--- src/hw/eth_gen_macros.svh ---
// Register map, length limits and payload pattern constants, included where they are needed
`ifndef ETH_GEN_MACROS_SVH
`define ETH_GEN_MACROS_SVH

// Register addresses
// ----------------------------------------
`define REG_NUMBER_PACKET 4'd0
`define REG_CONFIG        4'd1
`define REG_SRC_LO        4'd4
`define REG_SRC_HI        4'd5
`define REG_DST_LO        4'd6
`define REG_DST_HI        4'd7
`define REG_OPERATION     4'd8
`define REG_PACKET_COUNT  4'd9

// Payload length limits
// ----------------------------------------
`define LEN_HEADER_BYTES  16'd24    // Taken off pkt_length
`define LEN_MAX_PROGRAM   16'd9600  // Above this the payload is clamped
`define LEN_MAX_PAYLOAD   16'd9576  // Clamped payload length
`define LEN_FIELD_OFFSET  16'd6     // Added to L in the length field

// Incrementing byte pattern
`define PATTERN_FIRST     32'h00010203
`define PATTERN_STEP      32'h04040404
`define PATTERN_LAST      32'hFCFDFEFF

`endif

--- src/hw/eth_gen_pkg.sv ---
// Shared types for the Ethernet frame generator, imported by the RTL and the testbench
package eth_gen_pkg;

	typedef logic [31:0] word_t;        // Stream or register word
	typedef logic [47:0] mac_addr_t;    // MAC address, byte k in bits 8k+7:8k
	typedef logic [15:0] byte_count_t;  // Payload byte count or length field
	typedef logic [15:0] seq_num_t;     // Per-frame sequence number
	typedef logic [31:0] pkt_count_t;   // Packet count
	typedef logic [3:0]  reg_addr_t;    // Register address
	typedef logic [1:0]  tx_mod_t;      // Unused bytes in the last word

	// Frame sequencing states, one per header word plus payload and gap
	typedef enum logic [2:0] {
		st_idle     = 3'd0,
		st_dest     = 3'd1,
		st_dest_src = 3'd2,
		st_src      = 3'd3,
		st_len_seq  = 3'd4,
		st_data     = 3'd5,
		st_gap      = 3'd6
	} gen_state_t;

	// Programmed settings from the register bank
	typedef struct packed {
		pkt_count_t  number_packet;   // Packets per run
		logic [13:0] pkt_length;      // Fixed frame length setting
		mac_addr_t   s_addr;          // Source address
		mac_addr_t   d_addr;          // Destination address
	} gen_settings_t;

endpackage

--- src/hw/gen_regs.sv ---
// Register bank of the frame generator: settings, start/stop control, done status and readback
module gen_regs import eth_gen_pkg::*;
(
	input  logic          clk,
	input  logic          reset,
	input  reg_addr_t     address,
	input  logic          write,
	input  logic          read,
	input  word_t         writedata,
	input  pkt_count_t    packet_count,  // Frames sent since start
	input  gen_state_t    state,
	output word_t         readdata,
	output gen_settings_t settings,
	output logic          start,         // One-cycle pulse
	output logic          stop           // Level, honoured between frames
);

`include "eth_gen_macros.svh"

	logic done;     // Operation bit 2
	logic started;  // A run has been started since reset

	// Programmed registers
	// ----------------------------------------
	always_ff @(posedge clk or posedge reset)
	begin
		if (reset)
		begin
			settings <= '0;
			stop     <= 1'b0;
		end
		else if (write)
		begin
			case (address)
				`REG_NUMBER_PACKET: settings.number_packet <= writedata;
				`REG_CONFIG:        settings.pkt_length <= writedata[14:1];
				`REG_SRC_LO:        settings.s_addr[31:0] <= writedata;
				`REG_SRC_HI:        settings.s_addr[47:32] <= writedata[15:0];
				`REG_DST_LO:        settings.d_addr[31:0] <= writedata;
				`REG_DST_HI:        settings.d_addr[47:32] <= writedata[15:0];
				`REG_OPERATION:     stop <= writedata[1];
				default:            ;
			endcase
		end
	end

	// Start bit clears itself after one cycle
	always_ff @(posedge clk or posedge reset)
	begin
		if (reset)
			start <= 1'b0;
		else
			start <= write && (address == `REG_OPERATION) && writedata[0];
	end

	// Done once the programmed count is sent and the FSM is back in idle
	always_ff @(posedge clk or posedge reset)
	begin
		if (reset)
		begin
			done    <= 1'b0;
			started <= 1'b0;
		end
		else if (start)
		begin
			done    <= 1'b0;   // New run
			started <= 1'b1;
		end
		else if (started && (state == st_idle) && (packet_count == settings.number_packet))
			done <= 1'b1;
	end

	// Read mux, zero when not reading or on unused addresses
	always_comb
	begin
		readdata = '0;
		if (read)
		begin
			case (address)
				`REG_NUMBER_PACKET: readdata = settings.number_packet;
				`REG_CONFIG:        readdata = {17'd0, settings.pkt_length, 1'b0};
				`REG_SRC_LO:        readdata = settings.s_addr[31:0];
				`REG_SRC_HI:        readdata = {16'd0, settings.s_addr[47:32]};
				`REG_DST_LO:        readdata = settings.d_addr[31:0];
				`REG_DST_HI:        readdata = {16'd0, settings.d_addr[47:32]};
				`REG_OPERATION:     readdata = {29'd0, done, stop, start};
				`REG_PACKET_COUNT:  readdata = packet_count;
				default:            readdata = '0;  // Seed slots 2 and 3 included
			endcase
		end
	end

endmodule

--- src/hw/gen_fsm.sv ---
// Frame sequencing FSM, stepping through the header words, the payload and the inter-frame gap
module gen_fsm import eth_gen_pkg::*;
(
	input  logic          clk,
	input  logic          reset,
	input  logic          start,
	input  logic          stop,
	input  gen_settings_t settings,
	input  logic          tx_rdy,        // Stream advances only on ready
	input  byte_count_t   byte_count,    // Payload bytes still to load
	input  pkt_count_t    packet_count,
	output gen_state_t    state
);

	gen_state_t next_state;
	pkt_count_t sent_after;  // Count once the frame in the gap is accepted
	logic       last_frame;

	assign sent_after = packet_count + 32'd1;
	assign last_frame = stop || (sent_after >= settings.number_packet);

	// Next state
	// ----------------------------------------
	always_comb
	begin
		next_state = state;
		case (state)
			st_idle:
				if (start)
					next_state = st_dest;
			st_dest:
				if (tx_rdy)
					next_state = st_dest_src;
			st_dest_src:
				if (tx_rdy)
					next_state = st_src;
			st_src:
				if (tx_rdy)
					next_state = st_len_seq;
			st_len_seq:
				if (tx_rdy)
					next_state = (byte_count == 16'd0) ? st_gap : st_data;  // Empty payload
			st_data:
				if (tx_rdy && (byte_count <= 16'd4))
					next_state = st_gap;    // Last payload word loaded
			st_gap:
				if (tx_rdy)
					next_state = last_frame ? st_idle : st_dest;
			default:
				next_state = st_idle;
		endcase
	end

	always_ff @(posedge clk or posedge reset)
	begin
		if (reset)
			state <= st_idle;
		else
			state <= next_state;
	end

endmodule

--- src/hw/frame_counters.sv ---
// Payload length and byte counter, sequence number and sent-packet counter of the generator
module frame_counters import eth_gen_pkg::*;
(
	input  logic          clk,
	input  logic          reset,
	input  logic          start,
	input  logic          tx_rdy,
	input  gen_state_t    state,
	input  gen_settings_t settings,
	output byte_count_t   byte_count,    // Payload bytes still to load
	output byte_count_t   payload_len,   // L of the current frame
	output seq_num_t      seq_num,
	output pkt_count_t    packet_count
);

`include "eth_gen_macros.svh"

	byte_count_t len_calc;

	// L from pkt_length with both clamps
	always_comb
	begin
		if (settings.pkt_length < `LEN_HEADER_BYTES)
			len_calc = '0;
		else if (settings.pkt_length > `LEN_MAX_PROGRAM)
			len_calc = `LEN_MAX_PAYLOAD;
		else
			len_calc = byte_count_t'(settings.pkt_length) - `LEN_HEADER_BYTES;
	end

	// Latched while the first header word is pending, counted down per data word
	always_ff @(posedge clk or posedge reset)
	begin
		if (reset)
		begin
			payload_len <= '0;
			byte_count  <= '0;
		end
		else if (state == st_dest)
		begin
			payload_len <= len_calc;
			byte_count  <= len_calc;
		end
		else if ((state == st_data) && tx_rdy)
			byte_count <= byte_count - 16'd4;  // May pass below zero on the last word
	end

	// Frame accounting, the eop word is accepted when ready is seen in the gap
	always_ff @(posedge clk or posedge reset)
	begin
		if (reset)
		begin
			seq_num      <= '0;
			packet_count <= '0;
		end
		else if (start)
		begin
			seq_num      <= '0;
			packet_count <= '0;
		end
		else if ((state == st_gap) && tx_rdy)
		begin
			seq_num      <= seq_num + 16'd1;
			packet_count <= packet_count + 32'd1;
		end
	end

endmodule

--- src/hw/frame_builder.sv ---
// Output stage of the generator that builds header and payload words and registers them with marks
module frame_builder import eth_gen_pkg::*;
(
	input  logic          clk,
	input  logic          reset,
	input  logic          tx_rdy,
	input  gen_state_t    state,
	input  gen_settings_t settings,
	input  byte_count_t   payload_len,
	input  seq_num_t      seq_num,
	output word_t         tx_data,
	output logic          tx_wren,
	output logic          tx_sop,
	output logic          tx_eop,
	output tx_mod_t       tx_mod
);

`include "eth_gen_macros.svh"

	word_t     pattern;     // Next payload word
	word_t     next_word;
	logic      next_wren;
	logic      next_sop;
	mac_addr_t da;
	mac_addr_t sa;
	tx_mod_t   last_mod;    // Unused bytes at the end of the payload

	assign da = settings.d_addr;
	assign sa = settings.s_addr;
	assign last_mod = 2'd0 - payload_len[1:0];

	// Word selection by state
	// ----------------------------------------
	always_comb
	begin
		next_word = '0;
		next_wren = 1'b1;
		next_sop  = 1'b0;
		case (state)
			st_dest:
			begin
				next_word = {da[7:0], da[15:8], da[23:16], da[31:24]};
				next_sop  = 1'b1;
			end
			st_dest_src: next_word = {da[39:32], da[47:40], sa[7:0], sa[15:8]};
			st_src:      next_word = {sa[23:16], sa[31:24], sa[39:32], sa[47:40]};
			st_len_seq:  next_word = {payload_len + `LEN_FIELD_OFFSET, seq_num};
			st_data:     next_word = pattern;
			default:     next_wren = 1'b0;  // Idle or gap
		endcase
	end

	// Incrementing bytes, restarted at every frame
	always_ff @(posedge clk)
	begin
		if (state == st_dest)
			pattern <= `PATTERN_FIRST;
		else if ((state == st_data) && tx_rdy)
			pattern <= (pattern == `PATTERN_LAST) ? `PATTERN_FIRST : pattern + `PATTERN_STEP;
	end

	// Output register, loads only with ready so the word holds under back-pressure
	always_ff @(posedge clk or posedge reset)
	begin
		if (reset)
		begin
			tx_data <= '0;
			tx_wren <= 1'b0;
			tx_sop  <= 1'b0;
		end
		else if (tx_rdy)
		begin
			tx_data <= next_word;
			tx_wren <= next_wren;
			tx_sop  <= next_sop;
		end
	end

	// The FSM sits in the gap exactly while the last word is on the output
	assign tx_eop = (state == st_gap);
	assign tx_mod = tx_eop ? last_mod : 2'd0;

endmodule

--- src/hw/eth_gen.sv ---
// Top level of the Ethernet frame generator, a register bank feeding a MAC transmit FIFO stream
module eth_gen import eth_gen_pkg::*;
(
	input  logic      clk,
	input  logic      reset,
	input  reg_addr_t address,    // Register bus
	input  logic      write,
	input  logic      read,
	input  word_t     writedata,
	output word_t     readdata,
	input  logic      tx_rdy,     // Transmit FIFO side
	output word_t     tx_data,
	output logic      tx_wren,
	output logic      tx_sop,
	output logic      tx_eop,
	output tx_mod_t   tx_mod
);

	gen_settings_t settings;
	gen_state_t    state;
	logic          start;
	logic          stop;
	byte_count_t   byte_count;
	byte_count_t   payload_len;
	seq_num_t      seq_num;
	pkt_count_t    packet_count;

	// Control
	// ----------------------------------------
	gen_regs i_gen_regs (
		.clk(clk), .reset(reset), .address(address), .write(write), .read(read),
		.writedata(writedata), .packet_count(packet_count), .state(state),
		.readdata(readdata), .settings(settings), .start(start), .stop(stop)
	);

	gen_fsm i_gen_fsm (
		.clk(clk), .reset(reset), .start(start), .stop(stop), .settings(settings),
		.tx_rdy(tx_rdy), .byte_count(byte_count), .packet_count(packet_count),
		.state(state)
	);

	// Datapath
	// ----------------------------------------
	frame_counters i_frame_counters (
		.clk(clk), .reset(reset), .start(start), .tx_rdy(tx_rdy), .state(state),
		.settings(settings), .byte_count(byte_count), .payload_len(payload_len),
		.seq_num(seq_num), .packet_count(packet_count)
	);

	frame_builder i_frame_builder (
		.clk(clk), .reset(reset), .tx_rdy(tx_rdy), .state(state), .settings(settings),
		.payload_len(payload_len), .seq_num(seq_num), .tx_data(tx_data),
		.tx_wren(tx_wren), .tx_sop(tx_sop), .tx_eop(tx_eop), .tx_mod(tx_mod)
	);

endmodule

--- config.mk ---
export PLATFORM = sky130hd
export DESIGN_NAME = eth_gen
export DESIGN_NICKNAME = d
export VERILOG_FILES = /design/src/hw/eth_gen_pkg.sv /design/src/hw/gen_regs.sv /design/src/hw/gen_fsm.sv /design/src/hw/frame_counters.sv /design/src/hw/frame_builder.sv /design/src/hw/eth_gen.sv
export VERILOG_INCLUDE_DIRS = /design/src /design/src/hw
export SDC_FILE = /design/constraint.sdc
export NUM_CORES = 1
export LEC_CHECK = 0
export ABC_AREA = 1
export ABC_CLOCK_PERIOD_IN_PS = 13200
export CORE_MARGIN = 8
export CORE_UTILIZATION = 60
export DETAILED_ROUTE_END_ITERATION = 16
export DONT_BUFFER_PORTS = 1
export GPL_TIMING_DRIVEN = 0
export PLACE_DENSITY_LB_ADDON = 0.1
export RECOVER_POWER = 50
export SYNTH_ARGS = -nofsm -noshare
export SYNTH_HDL_FRONTEND = slang
export SYNTH_SLANG_ARGS = --single-unit
--- constraint.sdc ---
create_clock -name clk -period 13.2 [get_ports clk]
set_clock_uncertainty 0.1 [all_clocks]
set_input_delay 2.64 -clock clk [delete_from_list [all_inputs] [get_ports clk]]
set_output_delay 2.64 -clock clk [all_outputs]
set_load 0.005 [all_outputs]
==> results.md, run 1 <==
* CP delay by family, top: buffers and inverters
* Post-synth cell types at 53
* Crit path launch type: input pin
* Peak supply drop at 114 µV
* Largest cells by area after synthesis: dfrtp_1, nand2_1, o21ai_0
* Period minus WS final at 8.83 ns
* Pin count of the biggest net entering global routing at 105
* Worst R2R End: i_frame_builder.pattern[6]
* Die span in y at 180 µm
* Routed WL per cell at 23.9 µm
* Clock-pin slew on the worst setup and hold paths at 0.05 ns
* Leading cell types by count after synthesis: nand2_1, o21ai_0, dfrtp_1, inv_1, nor2_1
* Post-DRT Antenna Nets at 0
* Placer Congestion at 1.02
* Total core area at 26,700 µm²
* DR pass1 iterations at 5
* Setup Fix Bufs, Post-CTS at 0
* Yosys reg bits at 293
* Syn Std Cell Area at 16,200 µm²
* DR vias at 16,261
* Switching share of power at 0.386
* # nets final at 2,265
* Clock share of power at 0.309
* Pint at 2.02 mW
* CP peak stage delay at 3.08 ns
* Syn-to-layout area delta at 9.94%
* Non-filler cells, final at 2,551
* Vias per cell at 6.37
* Worst path arrival time at 8.38 ns
* Period Utilization, post-route at 0.669
* # H-tree levels at 2
* Hold-fix buffers at CTS at 0
* Number of synthesized flops with an enable pin at 0
* Critical Path, Cell by Cell: clkinvlp_2 -> clkbuf_1
* TritonCTS clock tree: yes
* Initial antenna violation count at 0
* Net Sw Power at 1.27 mW
* # IOs at 110
* Setup TNS at 0 ns
* First-pass GRT wire length at 91,200 µm
* Root buf cell: clkbuf_16
* CP max FO at 104
* Most instantiated library cell after synthesis: nand2_1
* Cell type of the slowest stage on the worst timing path: clkbuf_1
* RSZ-0062 raised after global routing: false
* Gr ovfl total at 0
* TritonCTS buffer count at 34
* Setup-failing EPs final at 0
* Slew headroom at -2.09
* Drt total wl at 61,000 µm
* Violated checks: capacitance limit, slew limit
* Placed Instances at 2,489
* Clk_lat worst skew at 0.53 ns
* Gr usage total at 0.365
* Synth Flop Type: dfrtp_1
* Cell count after synthesis at 2,146
* Min-Delay Path Class: flop to flop
* Critical Path Stages at 2
* Initial Util at 0.607
* Critical Path Sink: i_gen_regs.settings[53]
* Syn nets at 2,227
* Reg2Reg Depth at 11
* Post-synth top area share at 0.404
* Status: finished, violations left
* Clock buffer depth at 3
* Synth area leader: dfrtp_1
* Syn Area/Cell at 7.56 µm²
* Pins over their slew limit at 179
* Fmax at 113 MHz
* Pwr dens at 185 nW/µm²
* Post-DP HPWL at 47,200 µm
* Crit. Startpoint: reset
* Register area share after synthesis at 0.442
* Die Wd at 180 µm
* Vias in the first global route at 15,120
* Final hold violations at 0
* Crit Path Category: input pin to async pin
* Ratio of cells with drive above 1 in the final layout at 0.0421
* Die outline area at 32,600 µm²
* Fraction of registers with async set/reset at 0.894
* Logic pwr share at 0.277
* Sequential Power Share at 0.415
* Clock sink count at 293
* FP Rows at 60
* 1st-iter DRT viols at 2,304
* Max_cap viols at 2
* Gates resized, CTS repair at 0
* Crit end category: async pin
* R2R setup slack at 9.46 ns
* CP bufs+invs at 2
* Worst R2R Start: i_gen_fsm.state[0]
* Number of remaining DRC errors at 0
* Port bufs at 0
* Worst-Margin Slew at 4.62 ns
* Critical Path RT at 12.74 ns
* Ys Warns at 0
* Leak Pwr at 8.35 nW
cell type report:
type / count / area, µm²
clock buffers: 56 / 1120
flip-flops and latches: 293 / 7180
inverters: 254 / 956
repair buffers: 2 / 31.3
diodes: 1 / 2.50
multi-input cells: 1514 / 7680
clock inverters: 5 / 100
fillers: 2369 / 8890
well taps: 341 / 427
plain buffers: 85 / 339
how the worst min path moves through the flow:
stage | startpoint | to | slack [ns] | cells after the start
2_1_floorplan | i_frame_builder.pattern[0] | i_frame_builder.pattern[0] | 0.33 | 2
3_3_place_gp | i_frame_builder.pattern[0] | i_frame_builder.pattern[0] | 0.34 | 2
3_5_place_dp | i_frame_builder.pattern[0] | i_frame_builder.pattern[0] | 0.35 | 2
4_1_cts | i_frame_builder.pattern[0] | i_frame_builder.pattern[0] | 0.36 | 2
5_1_grt | i_gen_regs.started | i_gen_regs.started | 0.40 | 1
6_report | i_gen_regs.started | i_gen_regs.started | 0.37 | 1
per-stage QoR:
stage / setup WS (ns) / utilization / hold slack [ns] / area, µm² / total power, mW
after floorplan: 3.25 / - / 0.325 / 16200 / 1.89
after global placement: 0.378 / 0.623 / 0.343 / 16600 / 2.22
after detailed placement: 6.13 / 0.625 / 0.346 / 16700 / 2.25
after CTS: 6.11 / 0.671 / 0.362 / 17900 / 3.26
after global routing: 3.11 / 0.667 / 0.400 / 17800 / 3.44
final: 4.37 / 0.667 / 0.369 / 17800 / 3.29
metal layers:
| layer | vias to the layer above | wire (µm) | GRT usage |
|---|---|---|---|
| met2 | 1080 | 26100 | 0.548 |
| met1 | 7778 | 24200 | 0.498 |
| met5 | - | 0 | 0 |
| li1 | 7226 | - | - |
| met4 | 0 | 2600 | 0.146 |
| met3 | 177 | 8100 | 0.0970 |
sequential cells by signal (all words and copies together) (netlist names):
| name | count |
|---|---|
| i_gen_regs.started | 1 |
| i_frame_builder.pattern | 31 |
| i_frame_counters.seq_num | 16 |
| i_frame_builder.tx_sop | 1 |
| i_frame_builder.tx_wren | 1 |
| i_frame_counters.payload_len | 15 |
| i_gen_fsm.state | 3 |
| i_gen_regs.done | 1 |
| i_gen_regs.stop | 1 |
| i_frame_builder.tx_data | 32 |
| i_frame_counters.byte_count | 16 |
| i_gen_regs.settings | 142 |
| i_gen_regs.start | 1 |
| i_frame_counters.packet_count | 32 |
power groups by stage:
stage	logic [mW]	clock network, mW	registers (mW)
final	0.912	1.02	1.37
after global routing	1.01	1.05	1.38
after CTS	0.894	1.02	1.35
after detailed placement	0.887	0	1.36
after global placement	0.859	0	1.36
after floorplan	0.623	0	1.27
cells by family (layout without fill, tap and decap cells):
logic type                 after synthesis  count (layout)  share of synthesized area
and+or+nand+nor                        918             918                      0.238
AOI/OAI and AO/OA                      505             505                      0.180
buffers and inverters                  339             402                     0.0809
DFF                                    293             293                      0.442
xor gates and xnor gates                51              51                     0.0275
adders and majority gates               40              40                     0.0309
other                                    0               1                          0
cell usage in the layout, fill, tap and decap left out, types with 9 or more instances in the layout:
cell,Yosys,final
a221oi_1,45,45
nor2_1,155,157
clkbuf_8,0,12
a22oi_1,12,12
nand4_1,28,28
clkbuf_1,56,76
xor2_1,47,47
nor3_1,37,39
nand2_1,571,576
o21ai_0,267,271
dfrtp_1,262,262
nand3_1,79,79
ha_1,40,40
a21oi_1,79,80
a31oi_1,11,11
clkbuf_16,0,37
o22ai_1,43,43
nor4_1,12,12
inv_1,244,247
o211ai_1,9,9
buf_2,21,13
dfxtp_1,31,31
Power figures use the tool's default switching activity.
==> run 2: changes to the inputs <==
ABC_CLOCK_PERIOD_IN_PS = 7800   (was 13200)
CORE_UTILIZATION = 58   (was 60)
clock period = 7.8 ns   (was 13.2 ns; I/O delays follow)
==> run 2 against run 1 <==
  * The run still ends with capacitance limit, slew limit left
  * Utilization down 2.1 points
  * Final cell count up 1.6%
  * Non-clock buffer count up 5
  * Design area hardly changed
  * Total power grew 68%
  * Die area increased by 3.1%
  * Count of clock-buffer cells in the layout shrank 6
  * Worst setup slack worse by 1.8 ns
  * Global-route usage about the same
  * Critical path depth up 4
==> results.md, run 2 (synthesis gave the netlist of run 1 again) <==
* Status: finished, violations left
* Violated checks: capacitance limit, slew limit
* Hold endpoint: i_frame_counters.seq_num[15]
* Setup Fix Bufs, Post-CTS at 0 (unchanged)
* Pwr dens at 311 nW/µm² (+68%)
* # nets final at 2,270 (+0.22%)
* # H-tree levels at 2 (unchanged)
* Worst R2R End: i_gen_fsm.state[0]
* Root buf cell: clkbuf_16
* Overall power at 5.55 mW (+68%)
* Peak supply drop at 291 µV (+160%)
* Clk_lat worst skew at 0.53 ns (about the same)
* Fmax at 192 MHz
* Hold Startpoint: i_frame_counters.seq_num[15]
* Max_cap viols at 6 (+4)
* Logic pwr share at 0.279 (+0.002)
* Port bufs at 0 (unchanged)
* Setup TNS at 0 ns (unchanged)
* Leak Pwr at 8.33 nW (-0.16%)
* TritonCTS buffer count at 34 (unchanged)
* # IOs at 110 (unchanged)
* Hold-fix buffers at CTS at 0 (unchanged)
* Total core area at 27,600 µm² (+3.4%)
* Post-DRT Antenna Nets at 0 (unchanged)
* Sequential Power Share at 0.417 (+0.002)
* DR pass1 iterations at 8 (+3)
* Period minus WS final at 5.22 ns
* Syn-to-layout area delta at 10.1% (about the same)
* Largest regs: i_gen_regs.settings x142, i_frame_builder.tx_data x32, i_frame_counters.packet_count x32
* R2R setup slack at 4.29 ns (-5.17 ns)
* Number of flip-flops under the largest register name at 142 (unchanged)
* TritonCTS clock tree: yes
* Die outline area at 33,600 µm² (+3.1%)
* Placer Congestion at 1.02 (about the same)
* Gr ovfl total at 0 (unchanged)
* CP max FO at 10 (-90%)
* Vias per cell at 6.31 (-1.0%)
* First-pass GRT wire length at 93,000 µm (+2.0%)
* Vias in the first global route at 15,260 (+0.93%)
* Non-filler cells, final at 2,593 (+1.6%)
* Clock share of power at 0.303 (-0.006)
* Initial antenna violation count at 1 (+1)
* Slew headroom at -0.548 (+1.55)
* Clock-pin slew on the worst setup and hold paths at 0.06 ns (about the same)
* Switching share of power at 0.394 (+0.00782)
* Min-Delay Path Class: flop to flop
* Die span in y at 183 µm (+1.6%)
* 1st-iter DRT viols at 2,167 (-5.9%)
* Gr usage total at 0.365 (about the same)
* Dpl cell area at 16,800 µm² (+0.76%)
* Gates resized, CTS repair at 0 (unchanged)
* Ratio of cells with drive above 1 in the final layout at 0.0424 (+0.000337)
* Routed WL per cell at 23.9 µm (-0.14%)
* DR vias at 16,363 (+0.63%)
* Crit end category: output pin
* Antenna diode count at 0 (-1)
* Critical Path RT at 6.14 ns (-6.60 ns)
* Period Utilization, post-route at 0.669
* Post-route design area at 17,900 µm² (about the same)
* Worst path arrival time at 3.56 ns (-4.82 ns)
* Number of remaining DRC errors at 0 (unchanged)
* Crit Path Category: input pin to output pin
* Commonest non-fill, non-tap cell in the layout: nand2_1
* Net Sw Power at 2.19 mW (+72%)
* RSZ-0062 raised after global routing: false
* Clock buffer depth at 3 (unchanged)
* Worst-Margin Slew at 2.32 ns (-2.29 ns)
* Placed Instances at 2,531 (+1.7%)
* Drt total wl at 62,000 µm (+1.5%)
* Initial Util at 0.587 (-0.0198)
* Die Wd at 183 µm (+1.6%)
* Setup-failing EPs final at 0 (unchanged)
* Pint at 3.36 mW (+66%)
* Pin count of the biggest net entering global routing at 42 (-60%)
* Final hold violations at 0 (unchanged)
* Post-DP HPWL at 48,100 µm (+1.8%)
* Pins over their slew limit at 209 (+17%)
* Crit path launch type: input pin
* Worst hold stages at 1 (unchanged)
* Fin util at 0.646 (-0.0212)
* Worst R2R Start: i_frame_counters.packet_count[0]
* Reg2Reg Depth at 18 (+7)
* Clock sink count at 293 (unchanged)
* FP Rows at 61 (+1.7%)
* Most frequent cells in the layout: nand2_1, o21ai_0, dfrtp_1
* Reg with most FFs: i_gen_regs.settings
==> run 2: cell count changes in the layout (fill, tap and decap cells not counted), sizes merged <==
cell / previous run / this run
buf: 18 / 20
clkbuf: 125 / 122
clkinv: 3 / 9
diode: 1 / 0
inv: 251 / 252
==> run 2: cell type report <==
class | instances | area [µm²]
multi-input cells | 1514 | 7690
inverters | 254 | 956
well taps | 378 | 473
repair buffers | 7 | 42.5
fillers | 2495 | 9780
clock buffers | 50 | 1020
clock inverters | 12 | 143
flip-flops and latches | 293 | 7180
plain buffers | 85 | 345
==> run 2: worst max-delay path: stages <==
cell and delay (ns):
nor2_1 0.33, nand2_1 0.40, inv_2 0.32, buf_2 0.36, a221oi_1 0.15, a31oi_1 0.43
==> run 2: per-stage QoR <==
step                      hold WS (ns)  worst slack (ns)
final                            0.364              2.58
after global routing             0.377              1.89
after CTS                        0.362              2.74
after detailed placement         0.349              2.75
after global placement           0.351              1.23
after floorplan                  0.325              2.68
==> run 2: worst max-delay path by stage <==
stage	from	endpoint	slack, ns
after global placement	reset	i_gen_regs.settings[3]	1.23
final	address[1]	readdata[13]	2.58
after detailed placement	address[1]	readdata[11]	2.75
after floorplan	reset	i_frame_builder.tx_data[0]	2.68
after CTS	address[1]	readdata[11]	2.74
after global routing	reset	i_gen_regs.settings[98]	1.89
==> run 2: routing by layer <==
metal | wire (µm) | vias to the layer above | part of all wire | global-route usage
met1 | 24400 | 7861 | 0.39 | 0.498
met4 | 3040 | 2 | 0.049 | 0.163
met3 | 8000 | 187 | 0.13 | 0.0958
li1 | - | 7245 | - | -
met5 | 13 | - | 0.00021 | 0
met2 | 26500 | 1068 | 0.43 | 0.542
==> run 2: power by group through the flow <==
stage	sequential (mW)	combinational [mW]	clock, mW
finish	2.32	1.55	1.68
floorplan	2.14	1.05	0
detailed placement	2.31	1.52	0
global route	2.35	1.72	1.75
CTS	2.29	1.53	1.68
global placement	2.31	1.46	0
